===== src/hw/rp_analog_pkg.sv =====
// Analog path package with sample types, bus register map and sample saturation
`default_nettype none

package rp_analog_pkg;

  //////////////////////////////////////////////////
  // Widths
  //////////////////////////////////////////////////

  localparam int ADC_RAW_W = 16;  // Raw ADC word, two reserved LSBs
  localparam int SAMPLE_W  = 14;  // Converted sample
  localparam int GAIN_W    = 16;  // Controller gain
  localparam int BUS_AW    = 8;   // System bus address
  localparam int BUS_DW    = 32;  // System bus data
  localparam int SAT_W     = 32;  // Widest value the saturation accepts

  typedef logic signed [SAMPLE_W-1:0] sample_t;    // Two's complement sample
  typedef logic        [SAMPLE_W-1:0] dac_code_t;  // Negative-slope converter code
  typedef logic signed [GAIN_W-1:0]   gain_t;

  //////////////////////////////////////////////////
  // Register map
  //////////////////////////////////////////////////

  localparam logic [BUS_AW-1:0] REG_ID      = 8'h00;
  localparam logic [BUS_AW-1:0] REG_CFG     = 8'h04;  // Bit 0 is digital loopback
  localparam logic [BUS_AW-1:0] REG_LEVEL_A = 8'h08;
  localparam logic [BUS_AW-1:0] REG_LEVEL_B = 8'h0C;
  localparam logic [BUS_AW-1:0] REG_SETPT_A = 8'h10;
  localparam logic [BUS_AW-1:0] REG_SETPT_B = 8'h14;
  localparam logic [BUS_AW-1:0] REG_GAIN_A  = 8'h18;
  localparam logic [BUS_AW-1:0] REG_GAIN_B  = 8'h1C;

  localparam logic [BUS_DW-1:0] ID_VALUE = 32'h5250_0100;

  // Sample range limits, +8191 and -8192
  localparam logic signed [SAT_W-1:0] SAMPLE_MAX = 2**(SAMPLE_W-1) - 1;
  localparam logic signed [SAT_W-1:0] SAMPLE_MIN = -(2**(SAMPLE_W-1));

  // Clip any wider signed value into the sample range
  function automatic sample_t sat_sample(input logic signed [SAT_W-1:0] v);
    if (v > SAMPLE_MAX)
      return SAMPLE_MAX[SAMPLE_W-1:0];
    else if (v < SAMPLE_MIN)
      return SAMPLE_MIN[SAMPLE_W-1:0];
    return v[SAMPLE_W-1:0];
  endfunction

  // Negative-slope offset code to two's complement, MSB kept
  function automatic sample_t code_to_sample(input dac_code_t c);
    return {c[SAMPLE_W-1], ~c[SAMPLE_W-2:0]};
  endfunction

  // Reverse direction, same bit flip
  function automatic dac_code_t sample_to_code(input sample_t s);
    return {s[SAMPLE_W-1], ~s[SAMPLE_W-2:0]};
  endfunction

endpackage

`default_nettype wire

===== src/hw/adc_frontend.sv =====
// ADC capture with offset-code conversion and digital loopback select
`default_nettype none

module adc_frontend (
  input  wire                                       adc_clk,
  input  wire                                       rst_i,
  input  wire  [rp_analog_pkg::ADC_RAW_W-1:0]       adc_dat_a_i,     // Raw ADC word A
  input  wire  [rp_analog_pkg::ADC_RAW_W-1:0]       adc_dat_b_i,     // Raw ADC word B
  input  wire                                       digital_loop_i,  // Take DAC sums instead
  input  rp_analog_pkg::sample_t                    loop_a_i,
  input  rp_analog_pkg::sample_t                    loop_b_i,
  output rp_analog_pkg::sample_t                    sample_a_o,
  output rp_analog_pkg::sample_t                    sample_b_o
);

  localparam int RAW_W = rp_analog_pkg::ADC_RAW_W;
  localparam int SMP_W = rp_analog_pkg::SAMPLE_W;

  rp_analog_pkg::sample_t conv_a;  // Converted ADC word, before the mux
  rp_analog_pkg::sample_t conv_b;

  // Upper bits only, the two LSBs are reserved on a 14-bit converter
  assign conv_a = rp_analog_pkg::code_to_sample(adc_dat_a_i[RAW_W-1 -: SMP_W]);
  assign conv_b = rp_analog_pkg::code_to_sample(adc_dat_b_i[RAW_W-1 -: SMP_W]);

  //////////////////////////////////////////////////
  // Single input register stage
  //////////////////////////////////////////////////

  always_ff @(posedge adc_clk)
  begin
    if (rst_i)
    begin
      sample_a_o <= '0;
      sample_b_o <= '0;
    end
    else if (digital_loop_i)
    begin
      // Loopback, previous DAC sum replaces the converter
      sample_a_o <= loop_a_i;
      sample_b_o <= loop_b_i;
    end
    else
    begin
      sample_a_o <= conv_a;
      sample_b_o <= conv_b;
    end
  end

endmodule

`default_nettype wire


===== src/hw/analog_top.sv =====
// Analog path top, bus registers feeding ADC capture, P control and DAC mixer
`default_nettype none

module analog_top #(
  parameter int GAIN_SHIFT = 10  // Passed to the controller
) (
  input  wire                                   adc_clk,
  input  wire                                   rst_i,
  // ADC words, negative-slope offset code
  input  wire  [rp_analog_pkg::ADC_RAW_W-1:0]   adc_dat_a_i,
  input  wire  [rp_analog_pkg::ADC_RAW_W-1:0]   adc_dat_b_i,
  // System bus
  input  wire  [rp_analog_pkg::BUS_AW-1:0]      bus_addr_i,
  input  wire  [rp_analog_pkg::BUS_DW-1:0]      bus_wdata_i,
  input  wire                                   bus_wen_i,
  input  wire                                   bus_ren_i,
  output wire  [rp_analog_pkg::BUS_DW-1:0]      bus_rdata_o,
  output wire                                   bus_ack_o,
  output wire                                   bus_err_o,
  // DAC codes, one port per channel
  output rp_analog_pkg::dac_code_t              dac_a_o,
  output rp_analog_pkg::dac_code_t              dac_b_o
);

  //////////////////////////////////////////////////
  // Internal nets
  //////////////////////////////////////////////////

  wire                    digital_loop;
  rp_analog_pkg::sample_t level_a, level_b;    // Generator levels
  rp_analog_pkg::sample_t setpt_a, setpt_b;
  rp_analog_pkg::gain_t   gain_a, gain_b;
  rp_analog_pkg::sample_t sample_a, sample_b;  // Front end out
  rp_analog_pkg::sample_t ctrl_a, ctrl_b;      // Controller out
  rp_analog_pkg::sample_t dac_sum_a, dac_sum_b;  // Back to the front end in loopback

  housekeeping_regs i_regs (
    .adc_clk        (adc_clk),
    .rst_i          (rst_i),
    .bus_addr_i     (bus_addr_i),
    .bus_wdata_i    (bus_wdata_i),
    .bus_wen_i      (bus_wen_i),
    .bus_ren_i      (bus_ren_i),
    .bus_rdata_o    (bus_rdata_o),
    .bus_ack_o      (bus_ack_o),
    .bus_err_o      (bus_err_o),
    .digital_loop_o (digital_loop),
    .level_a_o      (level_a),
    .level_b_o      (level_b),
    .setpt_a_o      (setpt_a),
    .setpt_b_o      (setpt_b),
    .gain_a_o       (gain_a),
    .gain_b_o       (gain_b)
  );

  adc_frontend i_adc (
    .adc_clk        (adc_clk),
    .rst_i          (rst_i),
    .adc_dat_a_i    (adc_dat_a_i),
    .adc_dat_b_i    (adc_dat_b_i),
    .digital_loop_i (digital_loop),
    .loop_a_i       (dac_sum_a),
    .loop_b_i       (dac_sum_b),
    .sample_a_o     (sample_a),
    .sample_b_o     (sample_b)
  );

  p_controller #(
    .GAIN_SHIFT (GAIN_SHIFT)
  ) i_ctrl (
    .adc_clk    (adc_clk),
    .rst_i      (rst_i),
    .sample_a_i (sample_a),
    .sample_b_i (sample_b),
    .setpt_a_i  (setpt_a),
    .setpt_b_i  (setpt_b),
    .gain_a_i   (gain_a),
    .gain_b_i   (gain_b),
    .ctrl_a_o   (ctrl_a),
    .ctrl_b_o   (ctrl_b)
  );

  dac_mixer i_mix (
    .adc_clk     (adc_clk),
    .rst_i       (rst_i),
    .level_a_i   (level_a),
    .level_b_i   (level_b),
    .ctrl_a_i    (ctrl_a),
    .ctrl_b_i    (ctrl_b),
    .dac_sum_a_o (dac_sum_a),
    .dac_sum_b_o (dac_sum_b),
    .dac_a_o     (dac_a_o),
    .dac_b_o     (dac_b_o)
  );

endmodule

`default_nettype wire


===== src/hw/dac_mixer.sv =====
// DAC mixer adding generator level and controller output, clipped and encoded
`default_nettype none

module dac_mixer (
  input  wire                       adc_clk,
  input  wire                       rst_i,
  input  rp_analog_pkg::sample_t    level_a_i,    // Constant generator level A
  input  rp_analog_pkg::sample_t    level_b_i,
  input  rp_analog_pkg::sample_t    ctrl_a_i,     // Controller output A
  input  rp_analog_pkg::sample_t    ctrl_b_i,
  output rp_analog_pkg::sample_t    dac_sum_a_o,  // Registered signed sum, for loopback
  output rp_analog_pkg::sample_t    dac_sum_b_o,
  output rp_analog_pkg::dac_code_t  dac_a_o,      // Converter code A
  output rp_analog_pkg::dac_code_t  dac_b_o
);

  localparam int SUM_W = rp_analog_pkg::SAMPLE_W + 1;  // One guard bit

  // Level plus controller, then clip back to a sample
  function automatic rp_analog_pkg::sample_t mix(
    input rp_analog_pkg::sample_t level,
    input rp_analog_pkg::sample_t ctrl
  );
    logic signed [SUM_W-1:0] sum;
    sum = level + ctrl;
    return rp_analog_pkg::sat_sample(sum);
  endfunction

  rp_analog_pkg::sample_t mix_a;
  rp_analog_pkg::sample_t mix_b;

  assign mix_a = mix(level_a_i, ctrl_a_i);
  assign mix_b = mix(level_b_i, ctrl_b_i);

  //////////////////////////////////////////////////
  // Sum register
  //////////////////////////////////////////////////

  always_ff @(posedge adc_clk)
  begin
    if (rst_i)
    begin
      dac_sum_a_o <= '0;  // Signed zero
      dac_sum_b_o <= '0;
    end
    else
    begin
      dac_sum_a_o <= mix_a;
      dac_sum_b_o <= mix_b;
    end
  end

  // Back to negative-slope code; zero sum gives 0x1FFF
  assign dac_a_o = rp_analog_pkg::sample_to_code(dac_sum_a_o);
  assign dac_b_o = rp_analog_pkg::sample_to_code(dac_sum_b_o);

endmodule

`default_nettype wire


===== src/hw/housekeeping_regs.sv =====
// Housekeeping registers on the system bus, ID, loopback and channel settings
`default_nettype none

module housekeeping_regs (
  input  wire                                   adc_clk,
  input  wire                                   rst_i,
  // System bus
  input  wire  [rp_analog_pkg::BUS_AW-1:0]      bus_addr_i,   // Byte offset
  input  wire  [rp_analog_pkg::BUS_DW-1:0]      bus_wdata_i,
  input  wire                                   bus_wen_i,    // Single-cycle write pulse
  input  wire                                   bus_ren_i,    // Single-cycle read pulse
  output logic [rp_analog_pkg::BUS_DW-1:0]      bus_rdata_o,  // Valid with ack
  output logic                                  bus_ack_o,
  output logic                                  bus_err_o,
  // Configuration
  output logic                                  digital_loop_o,
  output rp_analog_pkg::sample_t                level_a_o,
  output rp_analog_pkg::sample_t                level_b_o,
  output rp_analog_pkg::sample_t                setpt_a_o,
  output rp_analog_pkg::sample_t                setpt_b_o,
  output rp_analog_pkg::gain_t                  gain_a_o,
  output rp_analog_pkg::gain_t                  gain_b_o
);

  localparam int DW    = rp_analog_pkg::BUS_DW;
  localparam int SMP_W = rp_analog_pkg::SAMPLE_W;
  localparam int GN_W  = rp_analog_pkg::GAIN_W;

  logic          addr_hit;    // Offset is mapped
  logic          addr_is_id;  // Read-only ID offset
  logic [DW-1:0] rd_val;      // Read mux output

  // Sign-extend a sample to bus width
  function automatic logic [DW-1:0] sext_smp(input rp_analog_pkg::sample_t v);
    return {{(DW-SMP_W){v[SMP_W-1]}}, v};
  endfunction

  // Same for gains
  function automatic logic [DW-1:0] sext_gain(input rp_analog_pkg::gain_t v);
    return {{(DW-GN_W){v[GN_W-1]}}, v};
  endfunction

  //////////////////////////////////////////////////
  // Address decode and read mux
  //////////////////////////////////////////////////

  always_comb
  begin
    addr_hit = 1'b1;
    rd_val   = '0;
    case (bus_addr_i)
      rp_analog_pkg::REG_ID:      rd_val = rp_analog_pkg::ID_VALUE;
      rp_analog_pkg::REG_CFG:     rd_val = {{(DW-1){1'b0}}, digital_loop_o};  // Zero-extended
      rp_analog_pkg::REG_LEVEL_A: rd_val = sext_smp(level_a_o);
      rp_analog_pkg::REG_LEVEL_B: rd_val = sext_smp(level_b_o);
      rp_analog_pkg::REG_SETPT_A: rd_val = sext_smp(setpt_a_o);
      rp_analog_pkg::REG_SETPT_B: rd_val = sext_smp(setpt_b_o);
      rp_analog_pkg::REG_GAIN_A:  rd_val = sext_gain(gain_a_o);
      rp_analog_pkg::REG_GAIN_B:  rd_val = sext_gain(gain_b_o);
      default:                    addr_hit = 1'b0;  // Unmapped
    endcase
  end

  assign addr_is_id = (bus_addr_i == rp_analog_pkg::REG_ID);

  //////////////////////////////////////////////////
  // Bus response and register writes
  //////////////////////////////////////////////////

  always_ff @(posedge adc_clk)
  begin
    if (rst_i)
    begin
      bus_ack_o      <= 1'b0;
      bus_err_o      <= 1'b0;
      bus_rdata_o    <= '0;
      digital_loop_o <= 1'b0;
      level_a_o      <= '0;
      level_b_o      <= '0;
      setpt_a_o      <= '0;
      setpt_b_o      <= '0;
      gain_a_o       <= '0;  // Zero gain, controller idle
      gain_b_o       <= '0;
    end
    else
    begin
      // Answer every access on the next edge
      bus_ack_o <= bus_wen_i | bus_ren_i;
      // Unmapped offset, or an attempt to overwrite the ID
      bus_err_o <= (bus_wen_i | bus_ren_i) & (~addr_hit | (bus_wen_i & addr_is_id));

      if (bus_ren_i)
        bus_rdata_o <= rd_val;

      if (bus_wen_i)
      begin
        case (bus_addr_i)
          rp_analog_pkg::REG_CFG:     digital_loop_o <= bus_wdata_i[0];
          rp_analog_pkg::REG_LEVEL_A: level_a_o      <= bus_wdata_i[SMP_W-1:0];
          rp_analog_pkg::REG_LEVEL_B: level_b_o      <= bus_wdata_i[SMP_W-1:0];
          rp_analog_pkg::REG_SETPT_A: setpt_a_o      <= bus_wdata_i[SMP_W-1:0];
          rp_analog_pkg::REG_SETPT_B: setpt_b_o      <= bus_wdata_i[SMP_W-1:0];
          rp_analog_pkg::REG_GAIN_A:  gain_a_o       <= bus_wdata_i[GN_W-1:0];
          rp_analog_pkg::REG_GAIN_B:  gain_b_o       <= bus_wdata_i[GN_W-1:0];
          default:
          begin
            // ID and unmapped offsets, write dropped
          end
        endcase
      end
    end
  end

endmodule

`default_nettype wire


===== src/hw/p_controller.sv =====
// Two-channel proportional controller, gain times error with shift and clip
`default_nettype none

module p_controller #(
  parameter int GAIN_SHIFT = 10  // Right shift after the gain multiply
) (
  input  wire                       adc_clk,
  input  wire                       rst_i,
  input  rp_analog_pkg::sample_t    sample_a_i,  // Converted ADC sample A
  input  rp_analog_pkg::sample_t    sample_b_i,
  input  rp_analog_pkg::sample_t    setpt_a_i,   // Setpoint A
  input  rp_analog_pkg::sample_t    setpt_b_i,
  input  rp_analog_pkg::gain_t      gain_a_i,    // Signed gain A
  input  rp_analog_pkg::gain_t      gain_b_i,
  output rp_analog_pkg::sample_t    ctrl_a_o,    // Controller output A
  output rp_analog_pkg::sample_t    ctrl_b_o
);

  // Error keeps one extra bit so setpoint minus sample never wraps
  localparam int ERR_W  = rp_analog_pkg::SAMPLE_W + 1;
  localparam int PROD_W = ERR_W + rp_analog_pkg::GAIN_W;  // Full product width

  //////////////////////////////////////////////////
  // Per-channel proportional term
  //////////////////////////////////////////////////

  function automatic rp_analog_pkg::sample_t p_term(
    input rp_analog_pkg::sample_t smp,
    input rp_analog_pkg::sample_t setpt,
    input rp_analog_pkg::gain_t   gain
  );
    logic signed [ERR_W-1:0]  err;
    logic signed [PROD_W-1:0] prod;
    logic signed [PROD_W-1:0] scaled;
    err    = setpt - smp;             // Both sign-extended first
    prod   = err * gain;              // Signed multiply, no overflow
    scaled = prod >>> GAIN_SHIFT;     // Arithmetic, keeps the sign
    // Clip to +8191 / -8192
    return rp_analog_pkg::sat_sample(scaled);
  endfunction

  rp_analog_pkg::sample_t p_a;  // Unregistered results
  rp_analog_pkg::sample_t p_b;

  assign p_a = p_term(sample_a_i, setpt_a_i, gain_a_i);
  assign p_b = p_term(sample_b_i, setpt_b_i, gain_b_i);

  //////////////////////////////////////////////////
  // Output register
  //////////////////////////////////////////////////

  always_ff @(posedge adc_clk)
  begin
    if (rst_i)
    begin
      ctrl_a_o <= '0;
      ctrl_b_o <= '0;
    end
    else
    begin
      ctrl_a_o <= p_a;  // One cycle after the sample
      ctrl_b_o <= p_b;
    end
  end

endmodule

`default_nettype wire


===== config.mk =====
export PLATFORM = sky130hd
export DESIGN_NAME = analog_top
export DESIGN_NICKNAME = d
export VERILOG_FILES = /design/src/hw/rp_analog_pkg.sv /design/src/hw/adc_frontend.sv /design/src/hw/analog_top.sv /design/src/hw/dac_mixer.sv /design/src/hw/housekeeping_regs.sv /design/src/hw/p_controller.sv
export SDC_FILE = /design/constraint.sdc
export NUM_CORES = 2
export LEC_CHECK = 0
export BUFFER_PORTS_ARGS = -buffer_cell sky130_fd_sc_hd__buf_4
export CAP_MARGIN = 15
export CORE_MARGIN = 10
export CORE_UTILIZATION = 59
export CTS_BUF_LIST = sky130_fd_sc_hd__clkbuf_4
export DETAILED_ROUTE_END_ITERATION = 8
export PLACE_DENSITY = 0.8
export SYNTH_ARGS = -nofsm -noshare
export SYNTH_HDL_FRONTEND = slang
export SYNTH_SLANG_ARGS = --single-unit

===== constraint.sdc =====
create_clock -name adc_clk -period 8.15 [get_ports adc_clk]
set_input_delay 0.4075 -clock adc_clk [delete_from_list [all_inputs] [get_ports adc_clk]]
set_output_delay 0.4075 -clock adc_clk [all_outputs]
set_load 0.02 [all_outputs]

==> flow_metrics.tcl <==
set metrics [dict create \
    status "finished, violations left" \
    violations "setup timing" \
    cp.required_ps 8680 \
    crit_path_frequent_cell "buf_4" \
    synthAdderAreaFrac_pct 44.4 \
    min_path_type "input pin to flip-flop" \
    p_clk_share_pct 22.4 \
    synthCells 3139 \
    reg_top3 "i_regs.bus_rdata_o: 17 flops, i_regs.gain_a_o: 16 flops, i_regs.gain_b_o: 16 flops" \
    coreArea_um2 45600 \
    grt_max_degree 100 \
    worst_slack_ps -504 \
    wirelength_um 81300 \
    fin_skew_ps 19.9 \
    drive_above_1_share_pct 16.9 \
    tns_ps -8140 \
    clk-insertion-delay-late_ps 610 \
    hold_buffers 0 \
    hp-start "adc_dat_b_i[15]" \
    r2r-start "i_regs.setpt_a_o[0]" \
    placementRows 78 \
    setup_viol 27 \
    die-area_um2 55400 \
    place_area_um2 29500 \
    stdcell_area_um2 31400 \
    overflow 0 \
    cts_num_sinks 192 \
    clock.fmax_mhz 116 \
    cpPeakStageDelay_ps 580 \
    crit_arrival_ps 9190 \
    synth_xor_area_share_pct 3.04 \
    die_h_um 235 \
    hold_viol_final 0 \
    clk_pin_slew_worst_paths_ps 170 \
    syn_to_final_growth_pct 14.7 \
    grt.total_usage_pct 28.6 \
    largest_reg_flops 17 \
    gp_congestion 0.943 \
    whs_path_depth 3 \
    startpoint_type "flip-flop" \
    p_sw_w 0.000881 \
    grt_antenna_before_repair 2 \
    tritoncts "yes" \
    hold_path_end "i_adc.sample_b_o[13]" \
    reg2regPathDepth 39 \
    highest_layer "met4" \
    synth-edff-count 0 \
    switching_share_pct 36.8 \
    pin_count 138 \
    power.density_nw_per_um2 76.3 \
    worstMarginPinSlew_ps 1070 \
    maxCapViolations 0 \
    final_nets 4116 \
    netlist_area_um2 27300 \
    async_flop_share_pct 0 \
    avgSynthCellArea_um2 8.71 \
    r2r_slack_ps -500 \
    cts_htree_levels 4 \
    layout_common_cells "inv_1, nand2_1, fa_1" \
    synth_fp_nets 3903 \
    cts_buffer_depth 2 \
    grt_first_pass_wirelength_um 128000 \
    ys_seq_area_share_pct 14.1 \
    period_share_pct 106 \
    wl_per_cell_um 20.5 \
    synth_area_leaders "fa_1, dfxtp_1, ha_1, inv_1, nand2_1" \
    vias 23100 \
    p_int_w 0.00151 \
    ys_ff_latch 192 \
    min_period_ps 8650 \
    wl_met2_um 39400 \
    cts_made_buffers 17 \
    report.final.slew_viol_count 0 \
    synthMuxAreaShare_pct 0.343 \
    vias_per_cell 5.83 \
    grt_pass1_vias 24400 \
    synthSimpleGateAreaFrac_pct 15.8 \
    slew_headroom_pct 28.6 \
    final_common_cell "inv_1" \
    synth_top_family_by_area "adder cells" \
    top_register "i_regs.bus_rdata_o" \
    drt_iter0_drc 2222 \
    comb_power_share_pct 35.0 \
    start_util_pct 60.0 \
    synth_top_cell_area_share_pct 34.5 \
    p_leak_nw 15.6 \
    synthDistinctLibCells 89 \
    ys.flop_type "dfxtp_1" \
    met1_length_um 29600 \
    drtPass1Iterations 7 \
    portBuffers 117 \
    synth_top_area_cell "fa_1" \
    crit_type "flip-flop to flip-flop" \
    hpwlAfterDp_um 61000 \
    endpoint_kind "flip-flop" \
    path_max_fanout 6 \
    synth-compound-area-share_pct 11.5 \
    synth_warnings 0 \
    remaining_drc_errors 0 \
    vdd_drop_max_mv 0.112 \
    met3WireLength_um 7640 \
    root_buffer "clkbuf_4" \
    fp.dieW_um 235 \
    crit_path_top_delay_cell "fa_1" \
    power_frac_seq_pct 42.6 \
    r2r-end "i_ctrl.ctrl_a_o[12]" \
    final_antenna_net_count 0 \
    rsz0062_at_grt "yes" \
]
==> stage by stage <==
step	cells	hold slack, ps	setup slack [ps]	power (W)	util [%]
after floorplan	3139	446	10.7	0.00143	-
after global placement	3856	445	-231	0.00171	64.8
after detailed placement	3856	455	-435	0.00173	64.8
after CTS	3950	31.5	-170	0.00232	67.6
after global routing	3966	41.9	-721	0.00248	68.8
final	3966	38.6	-504	0.00239	68.8
==> cell families after synthesis <==
kind of cell               count (synthesis)
and+or+nand+nor                          956
DFF                                      192
buffers and inverters                    764
xor gates and xnor gates                  95
AOI/OAI and AO/OA                        435
muxes                                      9
adders and majority gates                688
==> worst max-delay path, delay by kind of cell, from the launching register on <==
kind            cells  cell delay [ps]
compound gates     10             2070
xor+xnor            1              150
fa+ha+maj           9             3790
buf+inv            16             1650
flops               1              360
simple gates        3              560
==> final cells by class <==
class / instances / area (µm²)
multi-input combinational: 2185 / 21400
fill: 3277 / 14200
sequential: 192 / 3850
timing repair buffer: 337 / 2740
inverter: 619 / 2320
tap: 600 / 751
clock inverter: 15 / 169
clock buffer: 17 / 128
antenna: 1 / 2.50
==> repair_timing <==
item | CTS | global route
resized for setup | 110 | 89
endpoints found under the setup margin | 27 | 28
pin swaps | 60 | 54
gates cloned | 5 | 2
endpoints found under the hold margin | 0 | 0
buffers inserted | 57 | 16
==> synth_stat cells, types with 12 or more instances <==
master    number
xnor2_1       62
a221oi_1      26
nor2_1       167
fa_1         472
nand2_1      515
a211oi_1      19
clkbuf_1     106
nor3_1        18
a21o_1        51
dfxtp_1      192
o21a_1        25
a22o_1        12
xor2_1        33
ha_1         216
buf_4         19
inv_1        618
o21ai_0       19
and2_1       142
nand2b_1      30
nor2b_1       21
a21oi_1      161
==> worst max-delay path by stage <==
stage,from,endpoint,slack (ps)
after floorplan,i_regs.setpt_b_o[0],i_ctrl.ctrl_b_o[2],10
after global placement,i_regs.setpt_b_o[0],i_ctrl.ctrl_b_o[9],-230
after detailed placement,i_regs.setpt_b_o[0],i_ctrl.ctrl_b_o[0],-430
after CTS,i_regs.setpt_b_o[0],i_ctrl.ctrl_b_o[7],-170
after global routing,i_regs.setpt_a_o[0],i_ctrl.ctrl_a_o[10],-720
final,i_regs.setpt_a_o[0],i_ctrl.ctrl_a_o[12],-500
==> power groups by stage <==
stage                     sequential [W]  combinational (W)  clock, W
after floorplan                  0.00102           0.000411         0
after global placement           0.00104           0.000674         0
after detailed placement         0.00104           0.000690         0
after CTS                        0.00102           0.000775  0.000532
after global routing             0.00102           0.000891  0.000571
final                            0.00102           0.000839  0.000536
==> routing by layer <==
layer | track usage, % | up-vias
met1 | 34.0 | 11500
met3 | 6.37 | 329
met5 | 0 | -
li1 | - | 10100
met4 | 13.3 | 0
met2 | 48.5 | 1234
Power figures use the tool's default switching activity.
